File: config.mk
export PLATFORM = sky130hd
export DESIGN_NAME = cross_link_flat
export DESIGN_NICKNAME = d
export VERILOG_FILES = /design/src/rtl/pole_fir_pkg.sv /design/src/rtl/coeff_bus_if.sv /design/src/rtl/cross_link.sv /design/src/flat_wrapper.sv
export SDC_FILE = /design/constraint.sdc
export NUM_CORES = 2
export LEC_CHECK = 0
export BUFFER_PORTS_ARGS = -buffer_cell sky130_fd_sc_hd__buf_2
export CORE_ASPECT_RATIO = 1.25
export CORE_MARGIN = 3
export CORE_UTILIZATION = 45
export DETAILED_ROUTE_END_ITERATION = 8
export PLACE_DENSITY = 0.74
export SLEW_MARGIN = 20
export SYNTH_ARGS = -nofsm -noshare
export SYNTH_HDL_FRONTEND = slang
export SYNTH_SLANG_ARGS = --single-unit
File: constraint.sdc
create_clock -name clk -period 7.4 [get_ports clk]
set_clock_uncertainty 0.05 [all_clocks]
set_input_delay 0.37 -clock clk [delete_from_list [all_inputs] [get_ports clk]]
set_output_delay 0.37 -clock clk [all_outputs]
set_load 0.05 [all_outputs]
File: src/rtl/pole_fir_pkg.sv
package pole_fir_pkg;

    // Sample format, eight samples per clock
    localparam int NSAMP = 8;
    localparam int NBITS = 16;
    localparam int NFRAC = 2;

    // Coefficient format
    localparam int CBITS = 18;
    localparam int CFRAC = 14;

    // Accumulator format used by both chains and the outputs
    localparam int ACC_BITS = 48;
    localparam int ACC_FRAC = 27;

    // Sum operand fed back into the tail and cross multipliers
    localparam int TRUNC_BITS = 30;
    localparam int TRUNC_FRAC = 13;
    localparam int TRUNC_LSB = ACC_FRAC - TRUNC_FRAC;

    // Shifts that put samples and products on the accumulator binary point
    localparam int SAMPLE_SHIFT = ACC_FRAC - NFRAC;
    localparam int PROD_SHIFT = ACC_FRAC - NFRAC - CFRAC;

    // Samples 2 to 7 in f, sample 0 plus samples 2 to 7 in g
    localparam int F_TAPS = NSAMP - 2;
    localparam int G_TAPS = NSAMP - 1;

    // Head to tail of one chain, then the cross-link, then the whole path
    localparam int CHAIN_LAT = 9;
    localparam int XLINK_LAT = 3;
    localparam int TOTAL_LAT = 1 + CHAIN_LAT + XLINK_LAT;

    typedef logic signed [NBITS-1:0] sample_t;
    typedef logic signed [CBITS-1:0] coeff_t;
    typedef logic signed [ACC_BITS-1:0] acc_t;

    // Coefficient write targets
    typedef enum logic [1:0] {
        ADR_F_CHAIN = 2'b00,
        ADR_G_CHAIN = 2'b01,
        ADR_F_CROSS = 2'b10,
        ADR_G_CROSS = 2'b11
    } coeff_adr_e;

    // Sample moved onto the accumulator point
    function automatic acc_t scale_sample(sample_t s);
        acc_t r;
        r = s;
        return r <<< SAMPLE_SHIFT;
    endfunction

    // Full precision sample times coefficient
    function automatic acc_t mul_sample(sample_t s, coeff_t c);
        logic signed [NBITS+CBITS-1:0] p;
        acc_t r;
        p = s * c;
        r = p;
        return r <<< PROD_SHIFT;
    endfunction

    // Low bits of the sum dropped before the multiply
    function automatic acc_t mul_sum(acc_t a, coeff_t c);
        logic signed [TRUNC_BITS-1:0] t;
        acc_t p;
        t = a[TRUNC_LSB +: TRUNC_BITS];
        p = t * c;
        return p;
    endfunction

endpackage

File: src/rtl/coeff_bus_if.sv
`timescale 1ns/10ps

interface coeff_bus_if;
    import pole_fir_pkg::*;

    // Coefficient word, registered alongside the strobes
    coeff_t data;

    // One shift strobe per target, at most one high
    logic   f_shift;
    logic   g_shift;
    logic   fx_shift;
    logic   gx_shift;

    // Copies every shadow register into its active register
    logic   update;

    modport src (output data, output f_shift, output g_shift,
                 output fx_shift, output gx_shift, output update);

    modport f_chain (input data, input f_shift, input update);

    modport g_chain (input data, input g_shift, input update);

    modport xlink (input data, input fx_shift, input gx_shift, input update);

endinterface

File: src/rtl/cross_link.sv
`timescale 1ns/10ps

module cross_link (
    input  logic               clk,
    input  logic               arst_n_i,
    coeff_bus_if.xlink         coeff,
    input  pole_fir_pkg::acc_t f_sum_i,
    input  pole_fir_pkg::acc_t f_tail_i,
    input  pole_fir_pkg::acc_t g_sum_i,
    input  pole_fir_pkg::acc_t g_tail_i,
    output pole_fir_pkg::acc_t y0_o,
    output pole_fir_pkg::acc_t y1_o
);
    import pole_fir_pkg::*;

    // Side 0 builds y0 from F and g
    // Side 1 builds y1 from G and f
    logic   shift [2];
    acc_t   own_tail [2];
    acc_t   partner_sum [2];
    coeff_t shd_q [2];
    coeff_t act_q [2];
    acc_t   sum_q [2];
    acc_t   prod_q [2];
    acc_t   tail_q [2][XLINK_LAT-1];
    acc_t   y_q [2];

    assign shift[0]       = coeff.fx_shift;
    assign shift[1]       = coeff.gx_shift;
    assign own_tail[0]    = f_tail_i;
    assign own_tail[1]    = g_tail_i;
    assign partner_sum[0] = g_sum_i;
    assign partner_sum[1] = f_sum_i;

    always_ff @(posedge clk or negedge arst_n_i) begin
        if (!arst_n_i) begin
            for (int i = 0; i < 2; i++) begin
                shd_q[i]  <= '0;
                act_q[i]  <= '0;
                sum_q[i]  <= '0;
                prod_q[i] <= '0;
                tail_q[i] <= '{default: '0};
                y_q[i]    <= '0;
            end
        end else begin
            for (int i = 0; i < 2; i++) begin
                // XF and XG each hold a single shadow word
                if (shift[i]) begin
                    shd_q[i] <= coeff.data;
                end
                if (coeff.update) begin
                    act_q[i] <= shd_q[i];
                end
                // Partner sum path, input register then multiply register
                sum_q[i]  <= partner_sum[i];
                prod_q[i] <= mul_sum(sum_q[i], act_q[i]);
                // Own tail waits for the product
                tail_q[i][0] <= own_tail[i];
                for (int s = 1; s < XLINK_LAT-1; s++) begin
                    tail_q[i][s] <= tail_q[i][s-1];
                end
                y_q[i] <= tail_q[i][XLINK_LAT-2] + prod_q[i];
            end
        end
    end

    assign y0_o = y_q[0];
    assign y1_o = y_q[1];

endmodule

File: src/flat_wrapper.sv
// flat-port wrapper written by rule: the top's interface ports become plain ports
module cross_link_flat import pole_fir_pkg::*;
  (clk, arst_n_i, f_sum_i, f_tail_i, g_sum_i, g_tail_i, y0_o, y1_o, coeff_data, coeff_fx_shift, coeff_gx_shift, coeff_update);
  coeff_bus_if coeff_i ();
  input  logic clk;
  input  logic arst_n_i;
  input  pole_fir_pkg::acc_t f_sum_i;
  input  pole_fir_pkg::acc_t f_tail_i;
  input  pole_fir_pkg::acc_t g_sum_i;
  input  pole_fir_pkg::acc_t g_tail_i;
  output pole_fir_pkg::acc_t y0_o;
  output pole_fir_pkg::acc_t y1_o;
  input wire logic [$bits(coeff_i.data)-1:0] coeff_data;
  input wire logic [$bits(coeff_i.fx_shift)-1:0] coeff_fx_shift;
  input wire logic [$bits(coeff_i.gx_shift)-1:0] coeff_gx_shift;
  input wire logic [$bits(coeff_i.update)-1:0] coeff_update;
  assign coeff_i.data = coeff_data;
  assign coeff_i.fx_shift = coeff_fx_shift;
  assign coeff_i.gx_shift = coeff_gx_shift;
  assign coeff_i.update = coeff_update;
  cross_link u_core (.clk(clk), .arst_n_i(arst_n_i), .coeff(coeff_i), .f_sum_i(f_sum_i), .f_tail_i(f_tail_i), .g_sum_i(g_sum_i), .g_tail_i(g_tail_i), .y0_o(y0_o), .y1_o(y1_o));
endmodule
==> qor.yml <==
run_status:
  status: "completed"
clock_tree:
  path_clk_slew_ns: 0.06
  insertion_delay_ns: 0.66
  clk_path_buf_depth: 3
  clock_sinks: 516
  root_buffer: "clkbuf_16"
  htree_levels: 2
  cts_buffers: 56
  cts_tree: "built"
synthesis:
  syn_area_mm2: 0.05595
  synthFlopType: "dfrtp_1"
  synthArstFlopShare_pct: 100.0
  synth_nets: 7081
  syn_inst: 5494
  ys_warn_count: 0
  ys_ff_latch: 516
  avgSynthCellArea_um2: 10.18
  seq_area_frac_synth_pct: 23.08
  synth_cell_type_count: 87
  synth_edf_count: 0
placement:
  hpwl_um: 106500
  place.gp.congestion: 0.8831
  port_buffers: 274
worst_setup_path:
  critPathCapture: "u_core.prod_q[41]"
  critPathLaunchType: "flop"
  required_ns: 7.87
  cp_top_family: "adder cells"
  critPathArrivalTime_ns: 7.57
  crit_cells: 24
  r2r-start: "u_core.act_q[2]"
  crit_type: "flop to flop"
  max_stage_delay_ns: 0.79
  regToRegEndpoint: "u_core.prod_q[41]"
  path_max_fanout: 18
  critPathLaunch: "u_core.act_q[2]"
  setup.worst_path.end_class: "flop"
  r2r_setup_slack_ns: 0.30
  crit_path_cell_trace: "buf_4 -> nand2_1 -> fa_1 -> fa_1 -> inv_1 -> ha_1 -> inv_1 -> fa_1 -> inv_1 -> fa_1 -> inv_1 -> fa_1 -> inv_1 -> ha_1 -> a211oi_1 -> nand2_1 -> a2111o_1 -> a21oi_4 -> o21ai_2 -> a41oi_1 -> o21ai_1 -> a21oi_2 -> o31ai_1 -> xor2_1"
  timing.critical_path.slowest_stage_cell: "dfrtp_1"
  reg2reg_depth: 24
  critPathBufInv: 6
cells_and_area:
  final-seq-area_mm2: 0.01292
  drive_gt1_share_pct: 10.24
  final_common_cell: "inv_1"
  multi_input_area_mm2: 0.03772
  area_delta_synth_final_pct: 12.78
  most-common-layout-cells: "inv_1, fa_1, nand2_1, dfrtp_1, and2_1"
  nNetsFinal: 7490
  fillers: 10890
grt:
  overflow: 0
  grt_max_degree: 164
  grtUsageTotal_pct: 21.34
  grt_pass1_vias: 42800
  grt_pass1_wl_um: 218900
  grt_antenna_before_repair: 12
routing:
  vias_per_cell: 5.118
  drtPass1Iterations: 6
  wire_per_inst_um: 17.59
  drc: 0
  drtIter0Drc: 2166
  drt-total-wl_um: 133000
  ant_nets: 0
  vias: 38690
timing:
  fmax_ghz: 0.1408
  setup_viol: 0
  worstMarginPinSlew_ns: 0.9701
  max-slew-margin-rel_pct: 35.33
  finalHoldViolCount: 0
  period_needed_ns: 7.101
  slew_viol_final: 0
  rsz0062_at_grt: "no"
  timing.final.crit_share_pct: 95.96
  tns_ns: 0
die:
  die_area_mm2: 0.1286
  core_mm2: 0.1234
  rows: 144
  die_h_um: 400.2
  io_pins: 311
  die_w_um: 321.4
  initial_utilization_pct: 45.33
min_path:
  hp-class: "primary input to flop"
  min_from: "coeff_gx_shift"
flow_run:
  maxCapViolCount: 0
## cell usage after synthesis (3+ instances only)
| library cell | n | area, µm² |
|---|---|---|
| a211o_1 | 5 | 43.79 |
| a211oi_1 | 10 | 75.07 |
| a211oi_2 | 4 | 50.05 |
| a21boi_0 | 8 | 60.06 |
| a21o_1 | 97 | 728.2 |
| a21oi_1 | 166 | 830.8 |
| a21oi_2 | 8 | 70.07 |
| a311oi_1 | 3 | 26.28 |
| a31o_2 | 6 | 52.55 |
| a31oi_1 | 10 | 62.56 |
| a41oi_1 | 3 | 26.28 |
| and2_1 | 415 | 2596 |
| and3_1 | 16 | 100.1 |
| and4_1 | 4 | 35.03 |
| buf_1 | 3 | 11.26 |
| buf_2 | 6 | 30.03 |
| clkbuf_1 | 209 | 784.5 |
| dfrtp_1 | 516 | 12910 |
| fa_1 | 1044 | 20900 |
| ha_1 | 328 | 4104 |
| inv_1 | 1191 | 4471 |
| mux2_2 | 70 | 788.3 |
| nand2_1 | 697 | 2616 |
| nand2b_1 | 26 | 162.7 |
| nand3_1 | 40 | 200.2 |
| nand4_1 | 16 | 100.1 |
| nor2_1 | 127 | 476.7 |
| nor2b_1 | 20 | 125.1 |
| nor3_1 | 20 | 100.1 |
| o2111ai_1 | 3 | 26.28 |
| o211ai_1 | 8 | 60.06 |
| o21a_1 | 28 | 210.2 |
| o21ai_0 | 77 | 385.4 |
| o21ai_1 | 13 | 65.06 |
| o21bai_1 | 26 | 195.2 |
| o22ai_1 | 3 | 18.77 |
| o31a_1 | 7 | 61.31 |
| o31ai_1 | 5 | 37.54 |
| or2_2 | 6 | 37.54 |
| or3_1 | 3 | 18.77 |
| xnor2_1 | 138 | 1209 |
| xor2_1 | 50 | 437.9 |
## per-layer routing
layer | track usage (%) | wire length (µm)
met5 | 0 | 69
met4 | 9.161 | 6472
met3 | 2.921 | 6818
met2 | 36.92 | 67340
met1 | 26.77 | 52280
## metrics by stage
step / worst slack, ns / utilization, % / std cells / hold slack (ns) / area, µm²
final: 0.2989 / 51.13 / 7560 / 0.2555 / 63100
after CTS: 0.2961 / 51.11 / 7553 / 0.2110 / 63080
after detailed placement: 0.3223 / 48.17 / 7276 / 0.2847 / 59450
after global routing: 0.00007550 / 51.12 / 7556 / 0.2445 / 63090
after global placement: 0.3684 / 48.17 / 7276 / 0.2818 / 59450
after floorplan: 0.8844 / - / 5494 / 0.02441 / 55950
## how the worst min path moves through the flow
| stage | to | slack (ns) | cells past startpoint |
|---|---|---|---|
| 2_1_floorplan | u_core.act_q[0] | 0.02 | 0 |
| 5_1_grt | u_core.act_q[35] | 0.24 | 3 |
| 3_5_place_dp | u_core.tail_q[114] | 0.28 | 0 |
| 3_3_place_gp | u_core.tail_q[46] | 0.28 | 0 |
| 6_report | u_core.shd_q[2] | 0.26 | 2 |
| 4_1_cts | u_core.shd_q[2] | 0.21 | 2 |
## final cells by class
class | instances | share of cell area, %
antenna | 7 | 0.02776
clock buffer | 74 | 2.475
clock inverter | 28 | 0.4957
inverter | 1193 | 7.097
multi-input combinational | 3565 | 59.77
sequential | 516 | 20.47
tap | 1606 | 3.184
timing repair buffer | 571 | 6.480
## cells by family (layout without fill, tap and decap cells)
family / Yosys count / count (layout) / share of synthesized area, %
AND/OR/NAND/NOR: 1409 / 1409 / 12.03
XOR/XNOR: 188 / 188 / 2.943
buffers and inverters: 1413 / 1866 / 9.509
adder cells (fa/ha/maj): 1372 / 1372 / 44.69
flip-flops: 516 / 516 / 23.08
other: 0 / 7 / 0
multiplexers: 71 / 71 / 1.427
AO/OA/AOI/OAI: 525 / 525 / 6.322
## flip-flops by register name, summed over array words and instances, names as in the netlist
signal and count:
u_core.y0_o 48, u_core.prod_q 96, u_core.sum_q 60, u_core.tail_q 192, u_core.shd_q 36, u_core.act_q 36
u_core.y1_o 48
## timing repair
action | CTS | global route
setup endpoints to repair | 0 | 3
endpoints found under the hold margin | 281 | 0
gates resized for setup | 0 | 3
hold buffers | 175 | 0
buffers inserted | 0 | 0
Power is not shown: default switching activity piles up to over one toggle a cycle in this logic, so the estimate is an artifact.
