$ cat src/rtl/pole_fir_pkg.sv
package pole_fir_pkg;

    // Sample format, eight samples per clock
    localparam int NSAMP = 8;
    localparam int NBITS = 16;
    localparam int NFRAC = 2;

    // Coefficient format
    localparam int CBITS = 18;
    localparam int CFRAC = 14;

    // Accumulator format used by both chains and the outputs
    localparam int ACC_BITS = 48;
    localparam int ACC_FRAC = 27;

    // Sum operand fed back into the tail and cross multipliers
    localparam int TRUNC_BITS = 30;
    localparam int TRUNC_FRAC = 13;
    localparam int TRUNC_LSB = ACC_FRAC - TRUNC_FRAC;

    // Shifts that put samples and products on the accumulator binary point
    localparam int SAMPLE_SHIFT = ACC_FRAC - NFRAC;
    localparam int PROD_SHIFT = ACC_FRAC - NFRAC - CFRAC;

    // Samples 2 to 7 in f, sample 0 plus samples 2 to 7 in g
    localparam int F_TAPS = NSAMP - 2;
    localparam int G_TAPS = NSAMP - 1;

    // Head to tail of one chain, then the cross-link, then the whole path
    localparam int CHAIN_LAT = 9;
    localparam int XLINK_LAT = 3;
    localparam int TOTAL_LAT = 1 + CHAIN_LAT + XLINK_LAT;

    typedef logic signed [NBITS-1:0] sample_t;
    typedef logic signed [CBITS-1:0] coeff_t;
    typedef logic signed [ACC_BITS-1:0] acc_t;

    // Coefficient write targets
    typedef enum logic [1:0] {
        ADR_F_CHAIN = 2'b00,
        ADR_G_CHAIN = 2'b01,
        ADR_F_CROSS = 2'b10,
        ADR_G_CROSS = 2'b11
    } coeff_adr_e;

    // Sample moved onto the accumulator point
    function automatic acc_t scale_sample(sample_t s);
        acc_t r;
        r = s;
        return r <<< SAMPLE_SHIFT;
    endfunction

    // Full precision sample times coefficient
    function automatic acc_t mul_sample(sample_t s, coeff_t c);
        logic signed [NBITS+CBITS-1:0] p;
        acc_t r;
        p = s * c;
        r = p;
        return r <<< PROD_SHIFT;
    endfunction

    // Low bits of the sum dropped before the multiply
    function automatic acc_t mul_sum(acc_t a, coeff_t c);
        logic signed [TRUNC_BITS-1:0] t;
        acc_t p;
        t = a[TRUNC_LSB +: TRUNC_BITS];
        p = t * c;
        return p;
    endfunction

endpackage

$ cat src/rtl/sample_delay_line.sv
`timescale 1ns/10ps

module sample_delay_line (
    input  logic                  clk,
    input  logic                  arst_n_i,
    input  pole_fir_pkg::sample_t dat_i [pole_fir_pkg::NSAMP],
    output pole_fir_pkg::sample_t f_tap_o [pole_fir_pkg::F_TAPS],
    output pole_fir_pkg::sample_t g_tap_o [pole_fir_pkg::G_TAPS],
    output pole_fir_pkg::sample_t head_f_o,
    output pole_fir_pkg::sample_t head_g_o,
    output pole_fir_pkg::sample_t x_o [pole_fir_pkg::NSAMP]
);
    import pole_fir_pkg::*;

    sample_t aligned [NSAMP];
    sample_t head_q;

    // Sample k waits k clocks, samples 0 and 1 go straight through
    for (genvar k = 0; k < NSAMP; k++) begin : g_smp
        if (k < 2) begin : g_direct
            assign aligned[k] = dat_i[k];
        end else begin : g_delay
            sample_t [k-1:0] sr_q;
            always_ff @(posedge clk or negedge arst_n_i) begin
                if (!arst_n_i) begin
                    sr_q <= '0;
                end else begin
                    sr_q[0] <= dat_i[k];
                    for (int i = 1; i < k; i++) begin
                        sr_q[i] <= sr_q[i-1];
                    end
                end
            end
            assign aligned[k] = sr_q[k-1];
        end
        assign x_o[k] = aligned[k];
    end

    // Sample 0 one clock late so it meets sample 2 at the f head
    always_ff @(posedge clk or negedge arst_n_i) begin
        if (!arst_n_i) begin
            head_q <= '0;
        end else begin
            head_q <= dat_i[0];
        end
    end

    assign head_f_o = head_q;
    assign head_g_o = dat_i[1];

    // One delay per sample feeds both chains
    assign g_tap_o[0] = dat_i[0];
    for (genvar t = 0; t < F_TAPS; t++) begin : g_tap
        assign f_tap_o[t]   = aligned[t+2];
        assign g_tap_o[t+1] = aligned[t+2];
    end

    a_x2_delay : assert property (
        @(posedge clk) disable iff (!arst_n_i)
        $past(arst_n_i, 2) && $past(arst_n_i) |-> x_o[2] == $past(dat_i[2], 2)
    );

endmodule

$ cat config.mk
export PLATFORM = sky130hd
export DESIGN_NAME = sample_delay_line
export DESIGN_NICKNAME = d
export VERILOG_FILES = /design/src/rtl/pole_fir_pkg.sv /design/src/rtl/sample_delay_line.sv
export SDC_FILE = /design/constraint.sdc
export NUM_CORES = 1
export LEC_CHECK = 0
export CORE_ASPECT_RATIO = 1.4
export CORE_UTILIZATION = 35
export DETAILED_ROUTE_END_ITERATION = 8
export DONT_BUFFER_PORTS = 1
export PLACE_DENSITY_LB_ADDON = 0.25
export REMOVE_ABC_BUFFERS = 1
export SYNTH_ARGS = -nofsm -noshare
export SYNTH_HDL_FRONTEND = slang
export SYNTH_SLANG_ARGS = --single-unit
$ cat constraint.sdc
create_clock -name clk -period 0.8 [get_ports clk]
set_clock_uncertainty 0.05 [all_clocks]
set_input_delay 0.16 -clock clk [delete_from_list [all_inputs] [get_ports clk]]
set_output_delay 0.16 -clock clk [all_outputs]
set_load 0.01 [all_outputs]
==> results.yml, run 1 <==
run_status:
  outcome: "complete, but fails checks"
  violations: "negative hold slack, negative setup slack"
detailed_routing:
  wl_um: 18400
  firstDrtPassIters: 4
  drc_errors: 0
  via_per_inst: 3.65
  postRouteAntennaNets: 0
  dr.first_iter.drc_count: 170
  wire_per_inst_um: 15.6
  dr_total_vias: 4295
clock_tree:
  cts.sinks: 448
  post-cts-setup-buffer-count: 0
  ctsHtreeMaxLevel: 2
  clk_pin_slew_ns: 0.06
  ctsHoldBuffers: 112
  clockBufferDepth: 3
  clockRootBuffer: "clkbuf_16"
  insertion_delay_ns: 0.53
  cts_buffers: 43
  cts_tree: "built"
critical_path:
  worstSetupEndpointType: "output port"
  crit_family: "flip-flops"
  cp_num_buf_inv: 1
  worstPathArrival_ns: 1.08
  path_class: "register to output port"
  worstPathMaxFanout: 3
  r2r_start: "g_smp[4].g_delay.sr_q[17]"
  path_cells: "buf_12"
  crit_slowest_cell: "dfrtp_1"
  regToRegEndpoint: "g_smp[4].g_delay.sr_q[33]"
  cpPeakStageDelay_ns: 0.40
  reg2reg_depth: 0
  r2r_setup_slack_ns: 0.20
  startpoint_type: "register"
  worstPathRequired_ns: 0.59
final_layout:
  multi_input_area_um2: 0
  mostFrequentLayoutCell: "dfrtp_1"
  mostFrequentLayoutCells: "dfrtp_1 (369), dlygate4sd3_1 (112), dfrtp_2 (79)"
  area_growth_pct: 7.98
  multi_input_gates: 0
  n_antenna_cell: 0
  fin_cells: 1177
  fillerInstances: 3525
  drive_gt1_share_pct: 26.3
  seqCellArea_um2: 11300
  finalNetCount: 755
  postLayoutCoreUtil_pct: 38.6
timing:
  fin_crit_sh_pct: 161
  final-setup-viol-count: 304
  rsz0062_at_grt: "yes"
  hold_violations: 448
  max_freq_mhz: 777
  maxSlewHeadroom_pct: 5.23
  whs_ns: -0.722
  slew_viol_final: 0
  period_needed_ns: 1.29
  timing.final.ws_setup_ns: -0.486
  worst_slew_pin_slew_ns: 1.42
synth:
  ys_warn_count: 0
  post_synth_inst_count: 800
  postSynthAreaPerCell_um2: 17.3
  netlist-cell-type-count: 2
  synthesis.area_um2: 13900
  synth_seq_cells: 448
  ys_seq_area_share_pct: 80.9
global_route:
  grt_usage_pct: 9.28
  grt-ovfl-total: 0
  grt_pass1_wl_um: 28500
  antenna_found_initial: 1
  grt_pass1_vias: 5111
  grt_max_degree: 449
die:
  die_h_um: 237
  pin_count: 498
  rows: 85
  initial_core_util_pct: 35.8
  die_w_um: 170
  core_um2: 38700
  die_area_um2: 40400
pwr:
  power_density_nw_per_um2: 3090
  leakage_nw: 6.52
  peakVddDrop_uv: 1960
  finalPower_mw: 46.3
min_path:
  hold_path_class: "primary input to asynchronous set/reset pin"
place:
  place.detailed.hpwl_um: 10400
  placedCellCount: 990
  place_congestion: 0.614
  post-place-ws_ns: 0.0463
  port_buffers: 0
flow_run:
  drv_cap: 0
==> worst max path at each step <==
stage | from | to | slack (ns) | cells past startpoint
after global routing | f_tap_o[18] | x_o[18] | -0.54 | 1
final | f_tap_o[31] | f_tap_o[31] | -0.49 | 1
after floorplan | f_tap_o[0] | f_tap_o[0] | 0.12 | 0
after CTS | f_tap_o[31] | f_tap_o[31] | -0.53 | 1
after global placement | f_tap_o[20] | x_o[20] | 0.06 | 0
after detailed placement | f_tap_o[20] | x_o[20] | 0.05 | 0
==> synth_stat cells <==
master | count | area, um^2
dfrtp_1 | 448 | 11200
buf_4 | 352 | 2640
==> per-stage QoR <==
| stage | hold slack [ns] | setup TNS [ns] | area, um^2 |
|---|---|---|---|
| 2_1_floorplan | -0.186 | 0 | 11200 |
| 3_3_place_gp | -0.174 | 0 | 12200 |
| 3_5_place_dp | -0.178 | 0 | 12200 |
| 4_1_cts | -0.765 | -139.08 | 15000 |
| 5_1_grt | -0.763 | -141.15 | 15000 |
| 6_report | -0.722 | -126.16 | 15000 |
==> flip-flops by register name, summed over array words and instances (netlist names) <==
name and count:
g_smp.g_delay.sr_q 336, f_tap_o 96, head_f_o 16
==> cell type report <==
type / count / share of cell area, %
Timing Repair Buffer: 132 / 9.94
Clock inverter: 16 / 1.41
Clock buffer: 59 / 8.68
Sequential cell: 448 / 75.6
Tap cell: 522 / 4.37
==> what timing repair did <==
action	4_1_cts	5_1_grt
endpoints found under the hold margin	560	448
gates resized for setup	83	0
endpoints found under the setup margin	304	304
pin swaps	0	0
==> where the power goes <==
group	internal [mW]	total [mW]	switching (mW)
combinational	0.535	0.763	0.228
clock	12.7	20.8	8.15
sequential	23.8	24.7	0.844
==> per-layer routing <==
metal	vias up	part of all wire, %	track usage [%]
li1	1739	-	-
met1	2220	38	10.6
met2	281	49	15.0
met3	55	9.1	3.48
met4	0	3.8	4.89
met5	-	0	0
==> cell families after synthesis <==
family / after synthesis / share of synthesized area (%)
buffers and inverters: 352 / 19.1
DFF: 448 / 80.9
No activity file was read; power rests on OpenSTA's default activity.
==> run 2: changes to the inputs <==
CORE_AREA = 2 2 193 195   (was unset)
CORE_ASPECT_RATIO = unset   (was 1.4)
CORE_UTILIZATION = unset   (was 35)
DIE_AREA = 0 0 195 197   (was unset)
==> run 2 against run 1 <==
The flow still finishes with violations (negative hold slack, negative setup slack); wire length grew 7.1%; clock power increased by 6%; via count up 4.7%.
==> results.yml, run 2 (synthesized netlist as in run 1, its figures left out) <==
detailed_routing:
  wire_per_inst_um: 17.0
  via_per_inst: 3.88
  dr_total_vias: 4498
  postRouteAntennaNets: 0
  dr.first_iter.drc_count: 144
  firstDrtPassIters: 4
  wl_um: 19700
  drc_errors: 0
critical_path:
  worstPathRequired_ns: 0.59
  path_cells: "buf_12"
  worstSetupEndpointType: "output port"
  crit_family: "flip-flops"
  startpoint_type: "register"
  worstPathArrival_ns: 1.12
  worstPathMaxFanout: 3
  cpPeakStageDelay_ns: 0.41
  path_class: "register to output port"
  cp_num_buf_inv: 1
  crit_slowest_cell: "dfrtp_1"
place:
  placedCellCount: 961
  place_area_um2: 12400
  post-place-ws_ns: 0.0418
  port_buffers: 0
  place.detailed.hpwl_um: 11300
  place_congestion: 0.676
flow_run:
  drv_cap: 0
final_layout:
  area_growth_pct: 10.8
  mostFrequentLayoutCells: "dfrtp_1 (387), dlygate4sd3_1 (112), dfrtp_2 (61)"
  final_area_um2: 15300
  top_register: "g_smp.g_delay.sr_q"
  finalNetCount: 783
  fin_cells: 1160
  largest_register_ffs: 336
  fillerInstances: 3121
  drive_gt1_share_pct: 26.7
  multi_input_gates: 0
  multi_input_area_um2: 0
  mostFrequentLayoutCell: "dfrtp_1"
clock_tree:
  ctsHoldBuffers: 112
  cts.sinks: 448
  clk_pin_slew_ns: 0.06
  cts_buffers: 46
  clockBufferDepth: 3
  ctsHtreeMaxLevel: 2
  cts_tree: "built"
  insertion_delay_ns: 0.55
  clockRootBuffer: "clkbuf_16"
  post-cts-setup-buffer-count: 0
timing:
  timing.final.ws_setup_ns: -0.525
  max_freq_mhz: 755
  final-setup-viol-count: 304
  tns_ns: -136.68
  period_needed_ns: 1.33
  worst_slew_pin_slew_ns: 1.39
  maxSlewHeadroom_pct: 7.10
  fin_crit_sh_pct: 166
  rsz0062_at_grt: "yes"
  hold_violations: 448
  slew_viol_final: 0
  whs_ns: -0.741
global_route:
  antenna_found_initial: 4
  use_met2_pct: 16.4
  grt_pass1_wl_um: 30900
  grt_usage_pct: 10.7
  use_met1_pct: 12.4
  grt_max_degree: 449
  grt-ovfl-total: 0
  grt.busiest_layer: "met2"
  grtUsageMet3_pct: 4.55
  grt_pass1_vias: 5222
die:
  core_um2: 36300
  die_area_um2: 38400
  initial_core_util_pct: 38.2
  die_h_um: 197
  pin_count: 498
  rows: 70
  die_w_um: 195
pwr:
  leakage_nw: 6.77
  peakVddDrop_uv: 1980
  finalPower_mw: 47.7
  power_density_nw_per_um2: 3110
min_path:
  hold_path_class: "primary input to asynchronous set/reset pin"
run_status:
  outcome: "complete, but fails checks"
  violations: "negative hold slack, negative setup slack"
run 2: cell types whose count changed in the layout (fill, tap and decap cells not counted), sizes merged:
cell	before	now
bufinv	4	5
clkinvlp	3	6
buf	20	45
clkinv	7	8
clkbuf	59	64
inv	2	1
diode	0	3
run 2: report_power, final:
part | switching, mW | leakage [nW] | internal (mW)
clock network | 8.41 | 0.783 | 13.6
registers | 0.777 | 5.16 | 23.8
logic | 0.366 | 0.824 | 0.696
run 2: what timing repair did:
item                                    CTS  global route
endpoints found under the setup margin  304           304
endpoints found under the hold margin   560           448
resized for setup                        79             2
run 2: worst paths after layout:
path / from / slack [ns] / end / cells after the start
max in group asynchronous: arst_n_i / 0.22 / f_tap_o[56] / 0
setup / recovery: f_tap_o[44] / -0.53 / g_tap_o[44] / 1
setup reg to reg: g_smp[6].g_delay.sr_q[64] / 0.24 / f_tap_o[16] / 0
hold / removal: arst_n_i / -0.74 / g_smp[7].g_delay.sr_q[62] / 0
min in group clk: dat_i[63] / 0.11 / g_smp[4].g_delay.sr_q[15] / 1
hold reg to reg: g_smp[6].g_delay.sr_q[62] / 0.29 / g_smp[6].g_delay.sr_q[78] / 0
run 2: area by class of cell:
type	count	area, um^2	area share [%]
Clock inverter	20	244	1.59
Antenna cell	3	7.51	0.0489
Clock buffer	64	1370	8.95
Timing Repair Buffer	157	1850	12.0
Sequential cell	448	11300	73.6
Tap cell	468	586	3.82
run 2: stage by stage:
| stage | hold WS (ns) | util (%) |
|---|---|---|
| 2_1_floorplan | -0.186 | - |
| 3_3_place_gp | -0.175 | 34.3 |
| 3_5_place_dp | -0.177 | 34.3 |
| 4_1_cts | -0.791 | 42.3 |
| 5_1_grt | -0.785 | 42.3 |
| 6_report | -0.741 | 42.3 |
run 2: per-layer routing:
layer	vias up	part of all wire [%]
li1	1815	-
met1	2307	37
met2	310	48
met3	64	10
met4	2	4.7
met5	-	0.066
==> run 3: changes to the inputs <==
BUFFER_PORTS_ARGS = -buffer_cell sky130_fd_sc_hd__buf_2   (was unset)
DONT_BUFFER_PORTS = unset   (was 1)
==> run 3 against run 2 <==
The flow finishes with violations (negative setup slack); wire length up 11%; sequential power is 2% lower; die area unchanged; flip-flop and latch count unchanged; register-to-register slack is essentially flat; clock-buffer cell count decreased by 2; via count is 33% higher; setup slack lost 0.015 ns; clock power decreased by 13%; core utilization rose by 4.9 points; largest power group unchanged.
==> results.yml, run 3 (synthesized netlist as in run 1, its figures left out) <==
pwr:
  power_density_nw_per_um2: 2700
  p_clk_share_pct: 41.5
  p_sw_share_pct: 21.1
  combPwrFrac_pct: 6.1
  peakVddDrop_uv: 1520
  p_sw_mw: 9.74
  p_int_mw: 36.5
  leakage_nw: 8.39
  pwr-share-seq_pct: 52.4
  finalPower_mw: 46.2
final_layout:
  final_area_um2: 17100
  mostFrequentLayoutCell: "dfrtp_1"
  multi_input_area_um2: 0
  postLayoutCoreUtil_pct: 47.2
  drive_gt1_share_pct: 49.0
  mostFrequentLayoutCells: "dfrtp_1 (444), buf_2 (421), dlygate4sd3_1 (113)"
  seqCellArea_um2: 11200
  area_growth_pct: 23.7
  multi_input_gates: 0
  fin_cells: 1581
  finalNetCount: 1213
  fillerInstances: 3117
  largest_register_ffs: 336
  top_register: "g_smp.g_delay.sr_q"
critical_path:
  path_cells: "buf_6"
  worst-path-stages: 1
  crit_family: "flip-flops"
  cp_num_buf_inv: 1
  worstSetupEndpointType: "output port"
  r2r_setup_slack_ns: 0.25
  worstPathMaxFanout: 3
  startpoint_type: "register"
  worstPathRequired_ns: 0.59
  crit_slowest_cell: "dfrtp_2"
  path_class: "register to output port"
  worstPathArrival_ns: 1.13
  r2r_start: "g_smp[3].g_delay.sr_q[4]"
  cpPeakStageDelay_ns: 0.46
  reg2reg_depth: 0
  regToRegEndpoint: "g_smp[3].g_delay.sr_q[20]"
timing:
  maxSlewHeadroom_pct: 81.3
  hold_violations: 0
  max_freq_mhz: 746
  tns_ns: -144.64
  rsz0062_at_grt: "yes"
  timing.final.ws_setup_ns: -0.540
  final-setup-viol-count: 304
  whs_ns: 0.179
  period_needed_ns: 1.34
  fin_crit_sh_pct: 167
  worst_slew_pin_slew_ns: 0.280
  slew_viol_final: 0
clock_tree:
  cts_tree: "built"
  clk_pin_slew_ns: 0.06
  insertion_delay_ns: 0.54
  cts.sinks: 448
  clockBufferDepth: 3
  clockRootBuffer: "clkbuf_16"
  ctsHtreeMaxLevel: 2
  cts_buffers: 44
  post-cts-setup-buffer-count: 0
place:
  port_buffers: 449
  place.detailed.hpwl_um: 14500
  placedCellCount: 1392
  place_congestion: 0.710
  place_area_um2: 14500
  post-place-ws_ns: -0.0170
die:
  core_um2: 36300
  die_h_um: 197
  rows: 70
  initial_core_util_pct: 38.2
  die_area_um2: 38400
  die_w_um: 195
  pin_count: 498
global_route:
  use_met2_pct: 18.4
  grt_pass1_wl_um: 33700
  grt_usage_pct: 11.3
  grtUsageMet3_pct: 3.44
  use_met1_pct: 14.1
  grt.busiest_layer: "met2"
  grt-ovfl-total: 0
  grt_pass1_vias: 6252
  antenna_found_initial: 1
  grt_max_degree: 55
detailed_routing:
  postRouteAntennaNets: 0
  drc_errors: 0
  dr_total_vias: 5989
  wire_per_inst_um: 13.8
  firstDrtPassIters: 3
  wl_um: 21900
  dr.first_iter.drc_count: 86
  via_per_inst: 3.79
run_status:
  violations: "negative setup slack"
  outcome: "complete, but fails checks"
flow_run:
  drv_cap: 0
min_path:
  hold_path_class: "primary input to asynchronous set/reset pin"
## run 3: routing by layer
layer / routed length, um / up-vias / part of all wire, %
li1: - / 2662 / -
met1: 8520 / 2970 / 39
met2: 11000 / 317 / 50
met3: 1710 / 40 / 7.8
met4: 662 / 0 / 3.0
met5: 0 / - / 0
## run 3: area by class of cell
| cell class | count | area share [%] |
|---|---|---|
| diodes | 1 | 0.0146 |
| clock buffers | 62 | 7.35 |
| clock inverters | 13 | 0.635 |
| flip-flops and latches | 448 | 65.5 |
| well taps | 468 | 3.42 |
| repair buffers | 589 | 23.1 |
## run 3: worst max-delay path by stage
stage,from,end,slack (ns)
after floorplan,f_tap_o[0],f_tap_o[0],0.12
after global placement,f_tap_o[85],g_tap_o[85],-0.02
after detailed placement,f_tap_o[85],x_o[85],-0.02
after CTS,f_tap_o[70],f_tap_o[70],-0.58
after global routing,f_tap_o[91],f_tap_o[91],-0.59
final,f_tap_o[91],x_o[91],-0.54
## run 3: timing repair
action,CTS,global route
endpoints found under the hold margin,560,0
hold buffers,113,0
resized for setup,26,12
setup endpoints to repair,304,304
## run 3: power by group through the flow
stage / Sequential, mW / Clock (mW) / Combinational [mW]
finish: 24.2 / 19.2 / 2.82
global route: 24.4 / 20.8 / 3.07
CTS: 24.3 / 19.9 / 2.85
detailed placement: 24.6 / 0 / 2.35
global placement: 24.6 / 0 / 2.35
floorplan: 25.0 / 0 / 0
