## src/rtl/pole_fir_pkg.sv

```systemverilog
package pole_fir_pkg;

    // Sample format, eight samples per clock
    localparam int NSAMP = 8;
    localparam int NBITS = 16;
    localparam int NFRAC = 2;

    // Coefficient format
    localparam int CBITS = 18;
    localparam int CFRAC = 14;

    // Accumulator format used by both chains and the outputs
    localparam int ACC_BITS = 48;
    localparam int ACC_FRAC = 27;

    // Sum operand fed back into the tail and cross multipliers
    localparam int TRUNC_BITS = 30;
    localparam int TRUNC_FRAC = 13;
    localparam int TRUNC_LSB = ACC_FRAC - TRUNC_FRAC;

    // Shifts that put samples and products on the accumulator binary point
    localparam int SAMPLE_SHIFT = ACC_FRAC - NFRAC;
    localparam int PROD_SHIFT = ACC_FRAC - NFRAC - CFRAC;

    // Samples 2 to 7 in f, sample 0 plus samples 2 to 7 in g
    localparam int F_TAPS = NSAMP - 2;
    localparam int G_TAPS = NSAMP - 1;

    // Head to tail of one chain, then the cross-link, then the whole path
    localparam int CHAIN_LAT = 9;
    localparam int XLINK_LAT = 3;
    localparam int TOTAL_LAT = 1 + CHAIN_LAT + XLINK_LAT;

    typedef logic signed [NBITS-1:0] sample_t;
    typedef logic signed [CBITS-1:0] coeff_t;
    typedef logic signed [ACC_BITS-1:0] acc_t;

    // Coefficient write targets
    typedef enum logic [1:0] {
        ADR_F_CHAIN = 2'b00,
        ADR_G_CHAIN = 2'b01,
        ADR_F_CROSS = 2'b10,
        ADR_G_CROSS = 2'b11
    } coeff_adr_e;

    // Sample moved onto the accumulator point
    function automatic acc_t scale_sample(sample_t s);
        acc_t r;
        r = s;
        return r <<< SAMPLE_SHIFT;
    endfunction

    // Full precision sample times coefficient
    function automatic acc_t mul_sample(sample_t s, coeff_t c);
        logic signed [NBITS+CBITS-1:0] p;
        acc_t r;
        p = s * c;
        r = p;
        return r <<< PROD_SHIFT;
    endfunction

    // Low bits of the sum dropped before the multiply
    function automatic acc_t mul_sum(acc_t a, coeff_t c);
        logic signed [TRUNC_BITS-1:0] t;
        acc_t p;
        t = a[TRUNC_LSB +: TRUNC_BITS];
        p = t * c;
        return p;
    endfunction

endpackage

```

## src/rtl/coeff_bus_if.sv

```systemverilog
`timescale 1ns/10ps

interface coeff_bus_if;
    import pole_fir_pkg::*;

    // Coefficient word, registered alongside the strobes
    coeff_t data;

    // One shift strobe per target, at most one high
    logic   f_shift;
    logic   g_shift;
    logic   fx_shift;
    logic   gx_shift;

    // Copies every shadow register into its active register
    logic   update;

    modport src (output data, output f_shift, output g_shift,
                 output fx_shift, output gx_shift, output update);

    modport f_chain (input data, input f_shift, input update);

    modport g_chain (input data, input g_shift, input update);

    modport xlink (input data, input fx_shift, input gx_shift, input update);

endinterface

```

## src/rtl/coeff_ctrl.sv

```systemverilog
`timescale 1ns/10ps

module coeff_ctrl (
    input  logic                     clk,
    input  logic                     arst_n_i,
    input  pole_fir_pkg::coeff_adr_e coeff_adr_i,
    input  logic                     coeff_wr_i,
    input  logic                     coeff_update_i,
    input  pole_fir_pkg::coeff_t     coeff_dat_i,
    coeff_bus_if.src                 bus
);
    import pole_fir_pkg::*;

    // Address decode into one registered strobe per target
    // Data and update go through one register too, so all stay in step
    always_ff @(posedge clk or negedge arst_n_i) begin
        if (!arst_n_i) begin
            bus.data     <= '0;
            bus.f_shift  <= 1'b0;
            bus.g_shift  <= 1'b0;
            bus.fx_shift <= 1'b0;
            bus.gx_shift <= 1'b0;
            bus.update   <= 1'b0;
        end else begin
            bus.data     <= coeff_dat_i;
            // Chain shadow registers
            bus.f_shift  <= coeff_wr_i && (coeff_adr_i == ADR_F_CHAIN);
            bus.g_shift  <= coeff_wr_i && (coeff_adr_i == ADR_G_CHAIN);
            // Cross-link shadow registers
            bus.fx_shift <= coeff_wr_i && (coeff_adr_i == ADR_F_CROSS);
            bus.gx_shift <= coeff_wr_i && (coeff_adr_i == ADR_G_CROSS);
            bus.update   <= coeff_update_i;
        end
    end

    // Only one shadow chain may move per write
    a_one_shift : assert property (
        @(posedge clk) disable iff (!arst_n_i)
        $onehot0({bus.f_shift, bus.g_shift, bus.fx_shift, bus.gx_shift})
    );

endmodule

```

## src/flat_wrapper.sv

```systemverilog
// flat-port wrapper written by rule: the top's interface ports become plain ports
module coeff_ctrl_flat import pole_fir_pkg::*;
  (clk, arst_n_i, coeff_adr_i, coeff_wr_i, coeff_update_i, coeff_dat_i, bus_data, bus_f_shift, bus_g_shift, bus_fx_shift, bus_gx_shift, bus_update);
  coeff_bus_if bus_i ();
  input  logic clk;
  input  logic arst_n_i;
  input  pole_fir_pkg::coeff_adr_e coeff_adr_i;
  input  logic coeff_wr_i;
  input  logic coeff_update_i;
  input  pole_fir_pkg::coeff_t coeff_dat_i;
  output wire logic [$bits(bus_i.data)-1:0] bus_data;
  output wire logic [$bits(bus_i.f_shift)-1:0] bus_f_shift;
  output wire logic [$bits(bus_i.g_shift)-1:0] bus_g_shift;
  output wire logic [$bits(bus_i.fx_shift)-1:0] bus_fx_shift;
  output wire logic [$bits(bus_i.gx_shift)-1:0] bus_gx_shift;
  output wire logic [$bits(bus_i.update)-1:0] bus_update;
  assign bus_data = bus_i.data;
  assign bus_f_shift = bus_i.f_shift;
  assign bus_g_shift = bus_i.g_shift;
  assign bus_fx_shift = bus_i.fx_shift;
  assign bus_gx_shift = bus_i.gx_shift;
  assign bus_update = bus_i.update;
  coeff_ctrl u_core (.clk(clk), .arst_n_i(arst_n_i), .coeff_adr_i(coeff_adr_i), .coeff_wr_i(coeff_wr_i), .coeff_update_i(coeff_update_i), .coeff_dat_i(coeff_dat_i), .bus(bus_i));
endmodule
```

## config.mk

```make
export PLATFORM = sky130hd
export DESIGN_NAME = coeff_ctrl_flat
export DESIGN_NICKNAME = d
export VERILOG_FILES = /design/src/rtl/pole_fir_pkg.sv /design/src/rtl/coeff_bus_if.sv /design/src/rtl/coeff_ctrl.sv /design/src/flat_wrapper.sv
export SDC_FILE = /design/constraint.sdc
export NUM_CORES = 1
export LEC_CHECK = 0
export BUFFER_PORTS_ARGS = -buffer_cell sky130_fd_sc_hd__buf_2
export CAP_MARGIN = 0
export CORE_MARGIN = 2
export CORE_UTILIZATION = 30
export CTS_CLUSTER_SIZE = 25
export DETAILED_ROUTE_END_ITERATION = 16
export PLACE_DENSITY = 0.66
export SLEW_MARGIN = 30
export SYNTH_ARGS = -nofsm -noshare
export SYNTH_HDL_FRONTEND = slang
export SYNTH_SLANG_ARGS = --single-unit
```

## constraint.sdc

```tcl
create_clock -name clk -period 0.8 [get_ports clk]
set_input_delay 0 -clock clk [delete_from_list [all_inputs] [get_ports clk]]
set_output_delay 0 -clock clk [all_outputs]
set_load 0.1 [all_outputs]
```

==> results.txt, run 1 <==
CTS clk-pin slew, worst paths = 110 ps
Synth-to-Final Area Change = 145.9%
Gate Count Post-Synth = 27
Worst Slack Setup Final = -101.5 ps
Core area = 1942 sq um
Top cells by area, synth = dfrtp_1, and3b_1, nor3b_2
Ports = 47
Total power = 2.622 mW
Minimum hold slack = 175.4 ps
Largest family of logic cells by synthesized area = simple AND/OR/NAND/NOR gates
Required time worst endpoint = 800 ps
Placer Congestion = 0.6704
N_diodes = 0
Clock tree buffer depth = 2
Crit-path leading delay family = flip-flops
Final setup vio count = 23
Crit. End Element = output pin
Syn nets = 51
Mux share of post-synthesis cell area = 0
Die W = 49.21 um
Count leader, synth = dfrtp_1
XOR/XNOR Fraction of Synth Area = 0
Bufs and invs on worst path = 1
Vias = 482
Detailed-route wire length = 1.527 mm
Final hold vios = 0
Setup TNS = -2113 ps
Crit path max-delay cell type = dfrtp_2
Antenna violations before repair = 0
Largest net degree at the start of global routing = 24
GR Util met1 = 0.1102
Commonest cells post-synth = dfrtp_1, and3b_1, and3_2, nor3b_2
Starting Density = 0.3157
Die Y = 49.21 um
Crit-path cells = buf_12
Row count = 16
Fin crit share = 1.127
Number of synthesized register bits = 23
Slew Limit Headroom = 0.6914
Adder-Cell Fraction of Synth Area = 0
Unrepaired setup endpoints after global routing = true
Crit Path Max Fanout = 1
Dominant cell type by area after synthesis = dfrtp_1
Ys Warns = 0
Vias/cell = 3.795
Tot GR Track Use = 0.1407
Synth Area in Compound Gates = 0
WP data arrival = 900 ps
Hold WC Path Type = primary input to async pin
M3 GR Usage = 0.02761
Antenna Nets Post-Route = 0
Status = finished, violations left
Area of the die = 2421 sq um
Worst path max stage delay = 440 ps
Primary FF master, synth = dfrtp_1
# clock sinks = 23
Residual DRC count = 0
Port bufs = 46
Sequential fraction of the synthesis area = 0.9388
WL per Instance = 12.02 um
Max Cap Viol = 0
Pre-antenna DRT Iters = 1
First-pass GRT wire length = 2.470 mm
Synth Area in Simple Gates = 0.06122
GRT overflow = 0
Share of cells above drive strength 1 = 0.7400
Top-area cell type share of the netlist area = 0.9388
Power per cell area = 1739 nW/um^2
# resized after CTS = 0
Failing checks = setup timing
Clock root buffer master = clkbuf_4
Final net count = 125
Synth async-reset ratio = 1.000
Vias in the first global route = 580
Peak VDD IR = 0.001367 V
GR Layer Usage met2 = 0.3176
Synth Area per Inst = 22.71 sq um
Synth unique cells = 4
CP Class = flop to output pin
Drt first-iter violations = 0
Final Max Slew Viols = 0
Crit path launch type = flop
Leak Pwr = 0.6865 nW
Post-synth EDFFs = 0
Fin crit period = 901.5 ps
H-tree depth = 1
Max frequency = 1.109 GHz
TritonCTS Buffers = 3
CTS tree = yes
Cell area after synthesis = 613.1 sq um
Gr busiest metal = met2
Worst-margin pin slew = 462.9 ps
layer usage:
| layer | vias up | routed length (um) |
|---|---|---|
| li1 | 233 | - |
| met1 | 223 | 405 |
| met2 | 26 | 1030 |
| met3 | 0 | 91 |
| met4 | 0 | 0 |
| met5 | - | 0 |
cells in the final DEF (no fill, tap or decap):
master | synthesis | routed
and3_2 | 1 | 1
and3b_1 | 2 | 2
buf_12 | 0 | 23
buf_2 | 0 | 23
clkbuf_1 | 0 | 1
clkbuf_4 | 0 | 3
dfrtp_2 | 0 | 23
dlygate4sd3_1 | 0 | 23
nor3b_2 | 1 | 1
layout make-up:
cell class | count | area [sq um]
Clock buffer | 4 | 26.28
Fill cell | 109 | 434.2
Tap cell | 27 | 33.78
Sequential cell | 23 | 604.3
Multi-Input combinational cell | 4 | 37.54
Timing Repair Buffer | 69 | 805.8
timing repair:
item                                    in CTS  in global routing
endpoints found under the setup margin      23                 23
hold endpoints to repair                    46                  0
hold buffers                                23                  0
setup buffers                                0                  0
flip-flops by register name, indices dropped and copies added, names as in the netlist:
name                 cells
u_core.bus.f_shift       1
u_core.bus.update        1
u_core.bus.gx_shift      1
u_core.bus.data         18
u_core.bus.g_shift       1
u_core.bus.fx_shift      1
through the flow:
step,setup slack (ps),instance area (sq um),std cells,utilization
after floorplan,154.3,641.9,27,-
after global placement,239.6,1251,100,0.6443
after detailed placement,225.1,1251,100,0.6443
after CTS,-121.5,1508,127,0.7764
after global routing,-139.6,1508,127,0.7764
final,-101.5,1508,127,0.7764
report_power, final:
part | switching, mW | total (mW) | internal, mW
combinational | 0.511 | 0.849 | 0.338
sequential | 0.0467 | 1.28 | 1.23
clock | 0.304 | 0.498 | 0.194
path summary, 6_finish.rpt:
kind	startpoint	cells after the start	end	slack (ps)
min in group clk	coeff_dat_i[4]	2	u_core.bus.data[4]	330
max in group asynchronous	arst_n_i	2	u_core.bus.f_shift	280
min	arst_n_i	2	u_core.bus.data[15]	180
max	u_core.bus.data[10]	1	bus_data[10]	-100
cell families after synthesis:
family and count (synthesis):
DFF 23, and+or+nand+nor 4
No activity file was read; power rests on OpenSTA's default activity.
==> inputs of run 2 (changes only) <==
--- a/config.mk
+++ b/config.mk
@@ -11,7 +11,6 @@
 export CORE_UTILIZATION = 30
 export CTS_CLUSTER_SIZE = 25
 export DETAILED_ROUTE_END_ITERATION = 16
-export PLACE_DENSITY = 0.66
 export SLEW_MARGIN = 30
 export SYNTH_ARGS = -nofsm -noshare
 export SYNTH_HDL_FRONTEND = slang
==> constraint.sdc (replaced) <==
create_clock -name clk -period 1.1 [get_ports clk]
set_input_delay 0 -clock clk [delete_from_list [all_inputs] [get_ports clk]]
set_output_delay 0 -clock clk [all_outputs]
set_load 0.1 [all_outputs]
==> run 2 against run 1 <==
- the flow now finishes without violations
- wire length is 15% lower
- utilization down 17 points
- combinational power shrank 42%
- total power fell by 33%
- critical path type unchanged
- largest power group unchanged
- highest routed layer is now met4
==> results.txt, run 2 (synthesis gave the netlist of run 1 again) <==
Drt first-iter violations = 0 (unchanged)
Crit-path leading delay family = buffers and inverters
Crit path launch type = flop
Reg with most FFs = u_core.bus.data
Antenna Nets Post-Route = 0 (unchanged)
Worst Slack Setup Final = 49.40 ps (+150.9 ps)
Max Cap Viol = 0 (unchanged)
Status = completed
Layout Utilization = 0.6070 (-0.1695)
Core area = 1942 sq um (unchanged)
Vias = 491 (+1.9%)
Clock root buffer master = clkbuf_4
Layout fillers = 172 (+58%)
DP Worst Slack = 367.2 ps (+142.1 ps)
Row count = 16 (unchanged)
Largest net degree at the start of global routing = 24 (unchanged)
Placer Congestion = 0.6590 (-1.7%)
Bufs and invs on worst path = 1 (unchanged)
Fin crit period = 1051 ps
Tot GR Track Use = 0.1119 (-0.02878)
Pre-antenna DRT Iters = 1 (unchanged)
Clock tree buffer depth = 2 (unchanged)
Worst-margin pin slew = 489.3 ps (+26.44 ps)
Starting Density = 0.3157 (unchanged)
Die W = 49.21 um (unchanged)
Share of cells above drive strength 1 = 0.5100 (-0.2300)
Antenna violations before repair = 0 (unchanged)
Total power = 1.763 mW (-33%)
# Post-CTS Setup Buffers = 0 (unchanged)
Power per cell area = 1496 nW/um^2 (-14%)
Hold WC Path Type = primary input to async pin
CP Class = flop to output pin
# clock sinks = 23 (unchanged)
Vias in the first global route = 522 (-10%)
Crit-path cells = buf_2
DP Area = 877.1 sq um (-30%)
Final Max Slew Viols = 0 (unchanged)
Residual DRC count = 0 (unchanged)
Required time worst endpoint = 1100 ps (+300 ps)
WL per Instance = 10.21 um (-15%)
Leak Pwr = 0.6024 nW (-12%)
Crit. End Element = output pin
Most frequent cells in the layout = buf_2, dlygate4sd3_1, dfrtp_1
Register area = 575.6 sq um (-4.8%)
Vias/cell = 3.866 (+1.9%)
Fin area = 1179 sq um (-22%)
Crit Path Max Fanout = 1 (unchanged)
TritonCTS Buffers = 3 (unchanged)
Peak VDD IR = 0.0008428 V (-38%)
Worst path max stage delay = 410 ps (-30 ps)
Ports = 47 (unchanged)
CTS tree = yes
WP data arrival = 1050 ps (+150 ps)
Unrepaired setup endpoints after global routing = false
Slew Limit Headroom = 0.6760 (-0.01538)
Synth-to-Final Area Change = 92.24%
Final net count = 125 (unchanged)
Area of the die = 2421 sq um (unchanged)
Final std cells w/o fill = 127 (unchanged)
N_diodes = 0 (unchanged)
Area of the multi-input gates = 37.54 sq um (unchanged)
Port bufs = 46 (unchanged)
Die Y = 49.21 um (unchanged)
Max frequency = 0.9518 GHz
GRT overflow = 0 (unchanged)
Setup crit start = u_core.bus.data[12]
Crit path max-delay cell type = buf_2
Final setup vio count = 0 (-100%)
Placed Instances = 100 (unchanged)
Final hold vios = 0 (unchanged)
Largest register FFs = 18 (unchanged)
CTS clk-pin slew, worst paths = 120 ps (about the same)
Fin crit share = 0.9551
Detailed-route wire length = 1.297 mm (-15%)
Minimum hold slack = 183.7 ps (+8.296 ps)
Setup TNS = 0 ps (+2113 ps)
First-pass GRT wire length = 2.035 mm (-18%)
H-tree depth = 1 (unchanged)
Commonest non-fill, non-tap cell in the layout = buf_2
run 2: changes by cell type in the layout (fill, tap and decap cells not counted):
cell      before  now
dfrtp_1        0   23
dfrtp_2       23    0
buf_12        23    0
clkbuf_4       3   21
buf_2         23   28
run 2: area by class of cell:
cell class / count / area share
clock buffers: 4 / 0.02229
repair buffers: 69 / 0.4289
flip-flops and latches: 23 / 0.4883
multi-input cells: 4 / 0.03185
well taps: 27 / 0.02866
run 2: layer usage:
| layer | global-route usage | share of wire |
|---|---|---|
| met5 | 0 | 0 |
| met4 | 0.07143 | 0.017 |
| met3 | 0.02761 | 0.049 |
| met2 | 0.2162 | 0.60 |
| met1 | 0.1006 | 0.33 |
run 2: repair_timing:
| action | in CTS | in global routing |
|---|---|---|
| endpoints found under the setup margin | 0 | 18 |
| resized for setup | 0 | 18 |
| endpoints found under the hold margin | 46 | 0 |
| hold buffers | 23 | 0 |
run 2: path summary, 6_finish.rpt:
path / end / slack, ps / cells after the start
setup / recovery: bus_data[12] / 50 / 1
hold / removal: u_core.bus.data[1] / 180 / 2
max in group asynchronous: u_core.bus.data[3] / 590 / 2
min in group clk: u_core.bus.data[16] / 330 / 2
run 2: where the power goes:
group          leakage (nW)  internal [mW]  switching, mW  total [mW]
clock network        0.0150          0.141          0.231       0.372
registers             0.275          0.885        0.00942       0.895
logic                 0.312          0.129          0.368       0.496
total                 0.602           1.16          0.608        1.76
==> inputs of run 3 (changes only) <==
--- a/config.mk
+++ b/config.mk
@@ -8,9 +8,10 @@
 export BUFFER_PORTS_ARGS = -buffer_cell sky130_fd_sc_hd__buf_2
 export CAP_MARGIN = 0
 export CORE_MARGIN = 2
-export CORE_UTILIZATION = 30
+export CORE_UTILIZATION = 39
 export CTS_CLUSTER_SIZE = 25
 export DETAILED_ROUTE_END_ITERATION = 16
+export PLACE_DENSITY_LB_ADDON = 0.3
 export SLEW_MARGIN = 30
 export SYNTH_ARGS = -nofsm -noshare
 export SYNTH_HDL_FRONTEND = slang
==> constraint.sdc (replaced) <==
create_clock -name clk -period 1.1 [get_ports clk]
set_input_delay 0.165 -clock clk [delete_from_list [all_inputs] [get_ports clk]]
set_output_delay 0.165 -clock clk [all_outputs]
set_load 0.1 [all_outputs]
==> run 3 against run 2 <==
- the run now ends with setup timing left
- via count grew 6.3%
- combinational power is 26% higher
- utilization is 36 points higher
- sequential share of layout area is 8.8 points lower
- cell count shrank 10%
- sequential cell count stayed put
- critical path depth unchanged
- largest cell class is now buffers
==> results.txt, run 3 (synthesis gave the netlist of run 1 again) <==
Status = finished, violations left
Failing checks = setup timing
Area of the die = 1905 sq um (-21%)
Final setup vio count = 8 (+8)
Hold path depth = 2
Drt first-iter violations = 3 (+3)
# Post-CTS Setup Buffers = 0 (unchanged)
Final hold vios = 0 (unchanged)
Crit Path Max Fanout = 1 (unchanged)
Detailed-route wire length = 2.727 mm (+110%)
Worst path max stage delay = 440 ps (+30 ps)
Fin crit period = 1115 ps (+63.99 ps)
Largest register FFs = 18 (unchanged)
Bufs and invs on worst path = 1 (unchanged)
Placer Congestion = 0.6458 (-2.0%)
Antenna Nets Post-Route = 0 (unchanged)
CTS clk-pin slew, worst paths = 120 ps (about the same)
Total power = 1.965 mW (+11%)
Crit path max-delay cell type = dfrtp_1
Share of cells above drive strength 1 = 0.5258 (+0.01577)
CTS tree = yes
Crit. End Element = output pin
Starting Density = 0.4118 (+0.09604)
Hold WC Path Type = primary input to flop
Final net count = 122 (-2.4%)
Required time worst endpoint = 940 ps (-160 ps)
Max Cap Viol = 0 (unchanged)
First-pass GRT wire length = 3.608 mm (+77%)
# resized after CTS = 0 (unchanged)
Tot GR Track Use = 0.2952 (+0.1833)
GRT overflow = 0 (unchanged)
Synth-to-Final Area Change = 134.5%
Worst Slack Setup Final = -14.60 ps (-63.99 ps)
Ports = 47 (unchanged)
TritonCTS Buffers = 3 (unchanged)
Port bufs = 46 (unchanged)
Crit-path cells = buf_12
Core area = 1489 sq um (-23%)
DP Worst Slack = 346.8 ps (-20.42 ps)
Clock tree buffer depth = 2 (unchanged)
Unrepaired setup endpoints after global routing = true
Row count = 14 (-2)
Antenna violations before repair = 1 (+1)
Minimum hold slack = 44.59 ps (-139.1 ps)
CP Class = flop to output pin
Vias = 522 (+6.3%)
Pre-antenna DRT Iters = 3 (+2)
CP Depth = 1 (unchanged)
Power per cell area = 1367 nW/um^2 (-8.6%)
Crit path launch type = flop
Leak Pwr = 0.6989 nW (+16%)
Worst-margin pin slew = 483.8 ps (-5.499 ps)
Largest net degree at the start of global routing = 24 (unchanged)
Peak VDD IR = 0.001412 V (+68%)
Vias in the first global route = 608 (+16%)
Clock root buffer master = clkbuf_4
Slew Limit Headroom = 0.6774 (+0.001422)
Vias/cell = 4.579 (+18%)
Fin crit share = 1.013 (+0.05817)
Max frequency = 0.8972 GHz (-5.7%)
Die W = 43.65 um (-11%)
Residual DRC count = 0 (unchanged)
Most frequent cells in the layout = buf_2, buf_12, dfrtp_1
Die Y = 43.65 um (-11%)
# clock sinks = 23 (unchanged)
Reg with most FFs = u_core.bus.data
Crit-path leading delay family = flip-flops
WL per Instance = 23.92 um (+130%)
Final Max Slew Viols = 0 (unchanged)
WP data arrival = 950 ps (-100 ps)
H-tree depth = 1 (unchanged)
-- run 3: layout make-up --
class                           count  area (sq um)
Fill cell                          19         51.30
Tap cell                           16         20.02
Clock buffer                        4         26.28
Antenna cell                        1         2.502
Timing Repair Buffer               66         775.7
Sequential cell                    23         575.6
Multi-Input combinational cell      4         37.54
-- run 3: per-layer routing --
metal  routed length, um  share of wire  global-route usage
met5                   0              0                   0
met4                  61          0.022              0.1030
met3                 190          0.070             0.09583
met2                1617           0.59              0.5765
met1                 859           0.31              0.2787
-- run 3: path summary, 6_finish.rpt --
| check | from | to | slack [ps] |
|---|---|---|---|
| min | coeff_adr_i[1] | u_core.bus.f_shift | 40 |
| min in group asynchronous | arst_n_i | u_core.bus.data[7] | 370 |
| max in group asynchronous | arst_n_i | u_core.bus.f_shift | 400 |
| max | u_core.bus.data[14] | bus_data[14] | -10 |
-- run 3: stage by stage --
step	TNS, ps	instance area, sq um	utilization	instances
global placement	0	1209	0.8118	89
global route	-566.1	1438	0.9655	114
detailed placement	0	1209	0.8118	89
finish	-50.79	1438	0.9655	114
CTS	-1.983	1435	0.9639	113
floorplan	0	613.1	-	27
-- run 3: repair_timing --
action                                  CTS  global route
endpoints found under the hold margin    42             0
hold buffers                             20             0
cloned                                    0             0
endpoints found under the setup margin    1            23
-- run 3: where the power goes --
part	internal, mW	leakage, nW	switching, mW
clock network	0.142	0.0150	0.271
logic	0.238	0.409	0.386
registers	0.887	0.275	0.0405
